$ cat config.mk
export PLATFORM = sky130hd
export DESIGN_NAME = eth_mac_top
export DESIGN_NICKNAME = d
export VERILOG_FILES = /design/src/eth_host_pkg.sv /design/src/eth_frame_pkg.sv /design/src/eth_tx_path.sv /design/src/eth_rx_path.sv /design/src/eth_host_port.sv /design/src/eth_mac_top.sv
export VERILOG_INCLUDE_DIRS = /design/src
export SDC_FILE = /design/constraint.sdc
export NUM_CORES = 2
export LEC_CHECK = 0
export BUFFER_PORTS_ARGS = -buffer_cell sky130_fd_sc_hd__buf_4
export CORE_MARGIN = 2
export CORE_UTILIZATION = 60
export CTS_BUF_LIST = sky130_fd_sc_hd__clkbuf_2 sky130_fd_sc_hd__clkbuf_4 sky130_fd_sc_hd__clkbuf_8
export DETAILED_ROUTE_END_ITERATION = 8
export GPL_TIMING_DRIVEN = 0
export PLACE_DENSITY_LB_ADDON = 0.2
export REMOVE_ABC_BUFFERS = 1
export SLEW_MARGIN = 10
export SYNTH_ARGS = -nofsm -noshare
export SYNTH_HDL_FRONTEND = slang
export SYNTH_MEMORY_MAX_BITS = 65536
export SYNTH_SLANG_ARGS = --single-unit
$ cat constraint.sdc
create_clock -name clock -period 10.8 [get_ports clock]
set_clock_uncertainty 0.15 [all_clocks]
set_input_delay 0.54 -clock clock [delete_from_list [all_inputs] [get_ports clock]]
set_output_delay 0.54 -clock clock [all_outputs]
set_load 0.05 [all_outputs]
$ cat src/eth_consts.svh
`ifndef ETH_CONSTS_SVH
`define ETH_CONSTS_SVH

// --------------------
// packet rings
`define ETH_RING_DEPTH      4           // packets per ring
`define ETH_RING_W          2           // ring index bits
`define ETH_PACKET_SIZE     64          // max payload bytes
`define ETH_ADDR_W          16          // byte address and length

// --------------------
// framing
`define ETH_PREAMBLE_BYTE   8'h55
`define ETH_PREAMBLE_COUNT  7
`define ETH_SFD_BYTE        8'hD5
`define ETH_FCS_BYTES       4
`define ETH_IFG_CYCLES      12          // idle cycles between frames

// crc-32 register values, reflected form
`define ETH_CRC_INIT        32'hFFFFFFFF
`define ETH_CRC_RESIDUE     32'hDEBB20E3

`endif

$ cat src/eth_host_pkg.sv
`default_nettype none

`include "eth_consts.svh"

package eth_host_pkg;

	// --------------------
	// host command set
	typedef enum logic [3:0] {
		OP_READ       = 4'd0,   // byte of the oldest received packet
		OP_READ_LEN   = 4'd1,   // its length
		OP_READ_NEXT  = 4'd2,   // release it
		OP_WRITE      = 4'd3,   // byte into the packet being built
		OP_WRITE_LEN  = 4'd4,   // build length so far
		OP_WRITE_NEXT = 4'd5    // queue it for sending
	} host_op_t;

	// --------------------
	// host data
	typedef logic [`ETH_ADDR_W-1:0] host_addr_t;   // byte address or length

	// Reply word. Bytes, lengths and status flags are all zero extended
	// into this width.
	typedef logic [15:0] host_reply_t;

endpackage

`default_nettype wire

$ cat src/eth_frame_pkg.sv
`default_nettype none

package eth_frame_pkg;

	typedef logic [7:0]  byte_t;
	typedef logic [31:0] crc_t;

	// --------------------
	// transmit FSM
	typedef enum logic [2:0] {
		TX_IDLE,        // waiting for a queued packet
		TX_PREAMBLE,
		TX_SFD,
		TX_DATA,
		TX_FCS,
		TX_GAP          // inter frame gap, slot still held
	} tx_state_t;

	// --------------------
	// receive FSM
	typedef enum logic [1:0] {
		RX_IDLE,
		RX_PREAMBLE,    // counting 0x55 bytes, then the SFD
		RX_DATA,        // payload and FCS
		RX_DROP         // bad frame, wait for rx_dv low
	} rx_state_t;

	// One byte of IEEE 802.3 CRC-32 in reflected form. Bits go in LSB
	// first, so the register shifts right against the reversed polynomial.
	function automatic crc_t crc32_step(input byte_t data, input crc_t crc);
		crc_t c;
		c = crc ^ {24'h000000, data};
		for (int i = 0; i < 8; i++) begin
			if (c[0]) begin
				c = (c >> 1) ^ 32'hEDB88320;   // reversed 0x04C11DB7
			end else begin
				c = c >> 1;
			end
		end
		return c;
	endfunction

endpackage

`default_nettype wire

$ cat src/eth_tx_path.sv
`timescale 1ns/1ps
`default_nettype none

`include "eth_consts.svh"

module eth_tx_path import eth_frame_pkg::*; (
	input  wire logic                   clock,
	input  wire logic                   reset,
	input  wire logic                   wr_strobe,
	input  wire logic [`ETH_ADDR_W-1:0] wr_address,
	input  wire byte_t                  wr_value,
	input  wire logic                   commit_strobe,
	output logic                        wr_status,
	output logic                        commit_status,
	output logic [`ETH_ADDR_W-1:0]      build_len,
	output byte_t                       tx_data,
	output logic                        tx_en,
	output logic                        tx_er
);

	localparam int BYTE_W = $clog2(`ETH_PACKET_SIZE);

	byte_t                  tx_mem [`ETH_RING_DEPTH][`ETH_PACKET_SIZE];
	logic [`ETH_ADDR_W-1:0] tx_len [`ETH_RING_DEPTH];

	logic [`ETH_RING_W:0]   wr_ptr;     // extra bit tells full from empty
	logic [`ETH_RING_W:0]   send_ptr;
	logic [`ETH_RING_W-1:0] wr_idx;
	logic [`ETH_RING_W-1:0] send_idx;
	logic                   ring_full;
	logic                   ring_empty;

	tx_state_t              state;
	logic [`ETH_ADDR_W-1:0] count;      // byte or cycle count within a state
	logic [`ETH_ADDR_W-1:0] send_len;
	crc_t                   crc;
	crc_t                   fcs;
	byte_t                  mem_byte;
	byte_t                  frame_byte;
	logic                   frame_en;

	assign wr_idx     = wr_ptr[`ETH_RING_W-1:0];
	assign send_idx   = send_ptr[`ETH_RING_W-1:0];
	assign ring_empty = (wr_ptr == send_ptr);
	assign ring_full  = (wr_idx == send_idx) && (wr_ptr[`ETH_RING_W] != send_ptr[`ETH_RING_W]);

	// when full the build slot is the one on the wire, so writes are refused too
	assign wr_status     = (wr_address >= `ETH_PACKET_SIZE) || ring_full;
	assign commit_status = ring_full;

	// --------------------
	// host side of the ring
	always_ff @(posedge clock) begin
		if (wr_strobe && !wr_status) begin
			tx_mem[wr_idx][wr_address[BYTE_W-1:0]] <= wr_value;
		end
		if (commit_strobe && !ring_full) begin
			tx_len[wr_idx] <= build_len;   // length frozen at commit
		end
	end

	always_ff @(posedge clock) begin
		if (reset) begin
			wr_ptr    <= '0;
			build_len <= '0;
		end else begin
			if (wr_strobe && !wr_status && (wr_address >= build_len)) begin
				build_len <= wr_address + 1'b1;
			end
			if (commit_strobe && !ring_full) begin
				wr_ptr    <= wr_ptr + 1'b1;
				build_len <= '0;           // fresh empty packet
			end
		end
	end

	// --------------------
	// frame sender
	assign send_len = tx_len[send_idx];
	assign mem_byte = tx_mem[send_idx][count[BYTE_W-1:0]];
	assign fcs      = ~crc;

	always_comb begin
		frame_en   = 1'b1;
		frame_byte = `ETH_PREAMBLE_BYTE;
		case (state)
			TX_PREAMBLE: frame_byte = `ETH_PREAMBLE_BYTE;
			TX_SFD:      frame_byte = `ETH_SFD_BYTE;
			TX_DATA:     frame_byte = mem_byte;
			TX_FCS:      frame_byte = fcs[8*count[1:0] +: 8];   // low byte first
			default: begin
				frame_en   = 1'b0;
				frame_byte = 8'h00;
			end
		endcase
	end

	always_ff @(posedge clock) begin
		if (reset) begin
			state    <= TX_IDLE;
			send_ptr <= '0;
			count    <= '0;
			tx_en    <= 1'b0;
		end else begin
			tx_en <= frame_en;
			case (state)
				TX_IDLE: begin
					count <= '0;
					if (!ring_empty) begin
						state <= TX_PREAMBLE;
					end
				end
				TX_PREAMBLE: begin
					if (count == `ETH_PREAMBLE_COUNT - 1) begin
						state <= TX_SFD;
					end else begin
						count <= count + 1'b1;
					end
				end
				TX_SFD: begin
					count <= '0;
					state <= (send_len == '0) ? TX_FCS : TX_DATA;
				end
				TX_DATA: begin
					if (count == send_len - 1'b1) begin
						count <= '0;
						state <= TX_FCS;
					end else begin
						count <= count + 1'b1;
					end
				end
				TX_FCS: begin
					if (count == `ETH_FCS_BYTES - 1) begin
						count <= '0;
						state <= TX_GAP;
					end else begin
						count <= count + 1'b1;
					end
				end
				TX_GAP: begin
					if (count == `ETH_IFG_CYCLES - 1) begin
						send_ptr <= send_ptr + 1'b1;   // slot freed after the gap
						state    <= TX_IDLE;
					end else begin
						count <= count + 1'b1;
					end
				end
				default: state <= TX_IDLE;
			endcase
		end
	end

	always_ff @(posedge clock) begin
		tx_data <= frame_byte;
		if (state == TX_SFD) begin
			crc <= `ETH_CRC_INIT;
		end else if (state == TX_DATA) begin
			crc <= crc32_step(mem_byte, crc);
		end
	end

	assign tx_er = 1'b0;   // never signals an error

endmodule

`default_nettype wire

$ cat src/eth_rx_path.sv
`timescale 1ns/1ps
`default_nettype none

`include "eth_consts.svh"

module eth_rx_path import eth_frame_pkg::*; (
	input  wire logic                   clock,
	input  wire logic                   reset,
	input  wire byte_t                  rx_data,
	input  wire logic                   rx_dv,
	input  wire logic                   rx_er,
	input  wire logic                   rd_release_strobe,
	input  wire logic [`ETH_ADDR_W-1:0] rd_address,
	output byte_t                       rd_byte,
	output logic [`ETH_ADDR_W-1:0]      rd_len,
	output logic                        rd_empty
);

	localparam int BYTE_W = $clog2(`ETH_PACKET_SIZE);

	byte_t                  rx_mem [`ETH_RING_DEPTH][`ETH_PACKET_SIZE];
	logic [`ETH_ADDR_W-1:0] rx_len [`ETH_RING_DEPTH];

	logic [`ETH_RING_W:0]   wr_ptr;
	logic [`ETH_RING_W:0]   rd_ptr;
	logic [`ETH_RING_W-1:0] wr_idx;
	logic [`ETH_RING_W-1:0] rd_idx;
	logic                   ring_full;

	rx_state_t              state;
	logic [`ETH_ADDR_W-1:0] count;      // preamble bytes, then frame bytes
	crc_t                   crc;
	logic                   store_byte;
	logic                   frame_ok;

	assign wr_idx    = wr_ptr[`ETH_RING_W-1:0];
	assign rd_idx    = rd_ptr[`ETH_RING_W-1:0];
	assign rd_empty  = (wr_ptr == rd_ptr);
	assign ring_full = (wr_idx == rd_idx) && (wr_ptr[`ETH_RING_W] != rd_ptr[`ETH_RING_W]);

	// FCS bytes past the payload area are only fed to the CRC
	assign store_byte = (state == RX_DATA) && rx_dv && !rx_er && (count < `ETH_PACKET_SIZE);

	// Frame end. Running the CRC over payload and FCS leaves the fixed
	// residue when nothing was corrupted.
	assign frame_ok = (state == RX_DATA) && !rx_dv && (crc == `ETH_CRC_RESIDUE)
		&& (count >= `ETH_FCS_BYTES);

	// --------------------
	// receive ring storage
	always_ff @(posedge clock) begin
		if (store_byte) begin
			rx_mem[wr_idx][count[BYTE_W-1:0]] <= rx_data;
		end
		if (frame_ok) begin
			rx_len[wr_idx] <= count - `ETH_FCS_BYTES;   // FCS not counted
		end
	end

	// --------------------
	// frame receiver
	always_ff @(posedge clock) begin
		if (reset) begin
			state  <= RX_IDLE;
			wr_ptr <= '0;
			rd_ptr <= '0;
			count  <= '0;
		end else begin
			if (rd_release_strobe) begin
				rd_ptr <= rd_ptr + 1'b1;
			end
			case (state)
				RX_IDLE: begin
					count <= '0;
					if (rx_dv) begin
						if (rx_er || (rx_data != `ETH_PREAMBLE_BYTE)) begin
							state <= RX_DROP;
						end else begin
							count <= 1;
							state <= RX_PREAMBLE;
						end
					end
				end
				RX_PREAMBLE: begin
					if (!rx_dv) begin
						state <= RX_IDLE;            // cut short, nothing kept
					end else if (rx_er) begin
						state <= RX_DROP;
					end else if (count < `ETH_PREAMBLE_COUNT) begin
						if (rx_data == `ETH_PREAMBLE_BYTE) begin
							count <= count + 1'b1;
						end else begin
							state <= RX_DROP;
						end
					end else if ((rx_data == `ETH_SFD_BYTE) && !ring_full) begin
						count <= '0;
						state <= RX_DATA;
					end else begin
						state <= RX_DROP;            // bad SFD or no free slot
					end
				end
				RX_DATA: begin
					if (!rx_dv) begin
						if (frame_ok) begin
							wr_ptr <= wr_ptr + 1'b1;
						end
						state <= RX_IDLE;
					end else if (rx_er || (count == `ETH_PACKET_SIZE + `ETH_FCS_BYTES)) begin
						state <= RX_DROP;
					end else begin
						count <= count + 1'b1;
					end
				end
				RX_DROP: begin
					if (!rx_dv) begin
						state <= RX_IDLE;
					end
				end
				default: state <= RX_IDLE;
			endcase
		end
	end

	always_ff @(posedge clock) begin
		if (state == RX_PREAMBLE) begin
			crc <= `ETH_CRC_INIT;
		end else if ((state == RX_DATA) && rx_dv) begin
			crc <= crc32_step(rx_data, crc);
		end
	end

	// --------------------
	// host read side
	assign rd_len  = rd_empty ? '0 : rx_len[rd_idx];
	assign rd_byte = (rd_address < rd_len) ? rx_mem[rd_idx][rd_address[BYTE_W-1:0]] : 8'h00;

endmodule

`default_nettype wire

$ cat src/eth_host_port.sv
`timescale 1ns/1ps
`default_nettype none

module eth_host_port import eth_host_pkg::*, eth_frame_pkg::*; (
	input  wire logic       clock,
	input  wire logic       reset,
	input  wire logic       start,
	input  wire host_op_t   op,
	input  wire host_addr_t address,
	input  wire byte_t      value,
	output logic            done,
	output host_reply_t     reply,
	output logic            wr_strobe,
	output host_addr_t      wr_address,
	output byte_t           wr_value,
	output logic            commit_strobe,
	output logic            rd_release_strobe,
	output host_addr_t      rd_address,
	input  wire logic       wr_status,
	input  wire logic       commit_status,
	input  wire host_addr_t build_len,
	input  wire byte_t      rd_byte,
	input  wire host_addr_t rd_len,
	input  wire logic       rd_empty
);

	host_reply_t reply_next;

	// --------------------
	// command steering
	assign wr_strobe         = start && (op == OP_WRITE);
	assign commit_strobe     = start && (op == OP_WRITE_NEXT);
	assign rd_release_strobe = start && (op == OP_READ_NEXT) && !rd_empty;   // empty ring untouched
	assign wr_address        = address;
	assign wr_value          = value;
	assign rd_address        = address;

	// both paths answer in the start cycle
	always_comb begin
		case (op)
			OP_READ:       reply_next = host_reply_t'(rd_byte);
			OP_READ_LEN:   reply_next = host_reply_t'(rd_len);
			OP_READ_NEXT:  reply_next = host_reply_t'(rd_empty);   // 1 means nothing to release
			OP_WRITE:      reply_next = host_reply_t'(wr_status);
			OP_WRITE_LEN:  reply_next = host_reply_t'(build_len);
			OP_WRITE_NEXT: reply_next = host_reply_t'(commit_status);
			default:       reply_next = '0;
		endcase
	end

	// --------------------
	// reply register
	always_ff @(posedge clock) begin
		if (reset) begin
			done <= 1'b0;
		end else begin
			done <= start;   // one cycle after start
		end
	end

	always_ff @(posedge clock) begin
		if (start) begin
			reply <= reply_next;
		end
	end

endmodule

`default_nettype wire

$ cat src/eth_mac_top.sv
`timescale 1ns/1ps
`default_nettype none

module eth_mac_top import eth_host_pkg::*, eth_frame_pkg::*; (
	input  wire logic       clock,
	input  wire logic       reset,
	input  wire logic       start,
	input  wire host_op_t   op,
	input  wire host_addr_t address,
	input  wire byte_t      value,
	output logic            done,
	output host_reply_t     reply,
	output byte_t           tx_data,
	output logic            tx_en,
	output logic            tx_er,
	input  wire byte_t      rx_data,
	input  wire logic       rx_dv,
	input  wire logic       rx_er
);

	// host port to transmit path
	logic       wr_strobe;
	host_addr_t wr_address;
	byte_t      wr_value;
	logic       commit_strobe;
	logic       wr_status;
	logic       commit_status;
	host_addr_t build_len;

	// host port to receive path
	logic       rd_release_strobe;
	host_addr_t rd_address;
	byte_t      rd_byte;
	host_addr_t rd_len;
	logic       rd_empty;

	eth_host_port u_host (
		.clock, .reset, .start, .op, .address, .value, .done, .reply,
		.wr_strobe, .wr_address, .wr_value, .commit_strobe,
		.rd_release_strobe, .rd_address,
		.wr_status, .commit_status, .build_len,
		.rd_byte, .rd_len, .rd_empty
	);

	eth_tx_path u_tx (
		.clock, .reset, .wr_strobe, .wr_address, .wr_value, .commit_strobe,
		.wr_status, .commit_status, .build_len,
		.tx_data, .tx_en, .tx_er
	);

	eth_rx_path u_rx (
		.clock, .reset, .rx_data, .rx_dv, .rx_er,
		.rd_release_strobe, .rd_address,
		.rd_byte, .rd_len, .rd_empty
	);

endmodule

`default_nettype wire

==> run metrics <==
IO Pins=between 60 and 70; Fmax=~150 MHz; CTS Buf Count=680; IO buf count=66; wire per inst=about 33 um; headroom to the max-slew limit=~5.8%; htree depth=6; Setup Crit Path Kind=reg -> reg; Netlist cell types=94; DRC Markers=0; Hold Path Origin=address[13]; gpl congestion=0.870; Slowest cell on crit path=dfxtp_4; layout cell share with drive strength beyond 1=25.0%; leading area contributor after synthesis=edfxtp_1; Total GRT Usage=30.0%; first-pass GRT wire length=628000 um; drt pass-1 iters=8; Critical Path RT=between 10000 and 15000 ps; r2r setup slk=3970 ps; core area=around 0.29 mm2; Leak=58.6 nW; final core occ=a little under 70%; DR vias=slightly below 90000; Die X=between 500 and 600 um; max-cap violation count=0; TritonCTS clock tree=done; register area share after synthesis=between 70% and 80%; pin count of the biggest net entering global routing=between 100 and 150; initial antenna violation count=10; reg2reg path depth=15; Layout area overhead=11.7%; unrepaired setup endpoints after global routing=no; stages on the worst setup path=15; clock latency on the worst-skew pair=approximately 1300 ps; EDFF count, synth=approximately 4200; top post-synthesis cells by area=edfxtp_1, mux4_2, dfxtp_1; Worst EP arrival=slightly below 8000 ps; Max IR drop VDD=0.152 mV; Post-Route WL=~440000 um; Mapped Area=between 0.15 and 0.2 mm2; vias per inst=~6.7; Vert. Die Dim=around 540 um; Final Hold Fails=0; fin area=roughly 0.19 mm2; dpl cell area=0.179 mm2; Mapped Cells=about 8600; hold-critical path depth=6; Cells after DPL=between 10000 and 15000; Worst-path clk slew=approximately 60 ps; Filler cells=17872; worst-margin pin slew=between 1000 and 1500 ps; hpwl dp=about 270000 um; status=finished, final reports clean; # clock sinks=about 4400; Max Slew Vio Count=0; root buf cell=clkbuf_8; fin crit period=just under 7000 ps; CP delay by family, top=compound AO/OA/AOI/OAI gates; top post-synthesis cells by count=edfxtp_1, mux4_2, nor2_1; hold path endpoint=u_tx.build_len[1]; pwr/cell area=182 mW/mm2; ys flop type=edfxtp_1; syn_area_per_cell=approximately 20 um2; grt total ovfl=0; starting density of the core=between 60% and 70%; # setup viols final=0; Post-Layout Cell Count=roughly 13000; #FFs+latches synth=between 4000 and 5000; # rows=slightly below 200; YS warnings=0; nets=9110; Critical Path Sink Type=flop; worst path bufs/invs=4; CP Launch Type=flop; die area=between 0.2 and 0.3 mm2; CP max stage delay=900 ps; vias in the first global route=around 90000; antenna-violating nets left=0; Synth top area share=about three quarters; hold crit path type=in -> reg; most common cell in the netlist=edfxtp_1; Final Cycle Share=between 60% and 70%; R2R Path End=u_tx.crc[19]; critical-path cell list=buf_16 > buf_16 > buf_16 > buf_16 > mux4_2 > nor2_1 > o311ai_0 > o31ai_1 > nor3_1 > a22oi_2 > xnor2_2 > xor2_2 > xnor2_1 > xnor3_1 > a31oi_1; post-synthesis async set-or-reset flop share=0%; Starting DRT DRC Count=between 10000 and 15000; Critical Path Most Common Cell=buf_16; clk buf depth=4; Critical Path Fanout Max=38
metrics by stage:
step	worst slack (ps)	total power [W]	setup TNS (ps)	hold slack [ps]
2_1_floorplan	-17800	0.0208	-1152130	285
3_3_place_gp	-49400	0.0218	-2664510	303
3_5_place_dp	4050	0.0219	0	316
4_1_cts	4040	0.0353	0	1.46
5_1_grt	3710	0.0362	0	100
6_report	3970	0.0352	0	120
metal layers:
metal	vias to the layer above	share of wire (%)	wire length (um)	track usage, %
li1	36379	-	-	-
met1	46110	36	158000	39.7
met2	5356	49	214000	47.9
met3	989	9.4	41500	5.87
met4	6	5.8	25700	16.0
met5	-	0.0089	39	0
cells by family (layout without fill, tap and decap cells):
kind of cell / count (synthesis) / in the layout / synth area share, %
compound gates: 749 / 749 / 3.01
xor+xnor: 216 / 216 / 1.21
fa+ha+maj: 57 / 57 / 0.413
buf+inv: 550 / 1518 / 1.57
flops: 4383 / 4383 / 75.3
mux: 1271 / 1271 / 14.7
other cells: 1 / 15 / 0.00217
simple gates: 1349 / 1349 / 3.75
tightest hold or removal path, delay by kind of cell:
kind            cells  cell delay, ps
compound gates      2             280
buf+inv             1             120
fa+ha+maj           1             230
simple gates        2             240
where the power goes:
part           internal [W]  total (W)  switching [W]
clock               0.00718     0.0137        0.00648
combinational       0.00101    0.00266        0.00165
sequential           0.0188     0.0189       0.000160
total                0.0269     0.0352        0.00829
final cells by class:
cell class | count | area [um2] | area share (%)
Sequential cell | 4383 | 130000 | 67.4
Multi-Input combinational cell | 3643 | 40200 | 20.8
Clock buffer | 944 | 11500 | 5.93
Tap cell | 3781 | 4730 | 2.45
Timing Repair Buffer | 247 | 4300 | 2.23
Clock inverter | 270 | 1870 | 0.968
Inverter | 57 | 225 | 0.117
Antenna cell | 14 | 35.0 | 0.0181
placed cells by master (no fill, tap or decap), types with 59 or more instances in the layout:
| master | synthesis | layout |
|---|---|---|
| a22oi_1 | 125 | 125 |
| nor4_1 | 70 | 61 |
| nand2_1 | 196 | 190 |
| buf_16 | 0 | 94 |
| a21oi_1 | 62 | 62 |
| nand3_1 | 104 | 97 |
| nor2_1 | 547 | 541 |
| edfxtp_1 | 4240 | 4240 |
| o21ai_0 | 68 | 68 |
| clkinv_1 | 5 | 151 |
| buf_4 | 38 | 60 |
| xnor2_1 | 141 | 140 |
| and2_1 | 243 | 240 |
| o22ai_1 | 252 | 252 |
| clkbuf_8 | 3 | 698 |
| mux4_2 | 988 | 988 |
| dfxtp_1 | 143 | 133 |
| xor2_1 | 59 | 59 |
| clkbuf_4 | 1 | 246 |
| mux2i_1 | 239 | 239 |
registers in the layout (all words and copies together), names as in the netlist, 32 cells and up, named ones only:
signal and count:
u_tx.tx_mem 2048, u_rx.rx_mem 2048, u_tx.tx_len 64, u_rx.rx_len 64, u_tx.crc 32, u_rx.crc 32
worst max path at each step:
stage	from	endpoint	slack, ps
2_1_floorplan	flop	u_tx.crc[19]	-17800
3_5_place_dp	flop	u_tx.crc[19]	4050
3_3_place_gp	flop	u_tx.crc[24]	-49400
4_1_cts	flop	u_tx.crc[19]	4040
5_1_grt	flop	u_tx.crc[19]	3710
6_report	flop	u_tx.crc[19]	3970
timing repair:
item,CTS,global route
hold buffers,44,0
resized for setup,0,0
setup buffers,0,0
hold endpoints to repair,2199,0
Power figures use the tool's default switching activity.
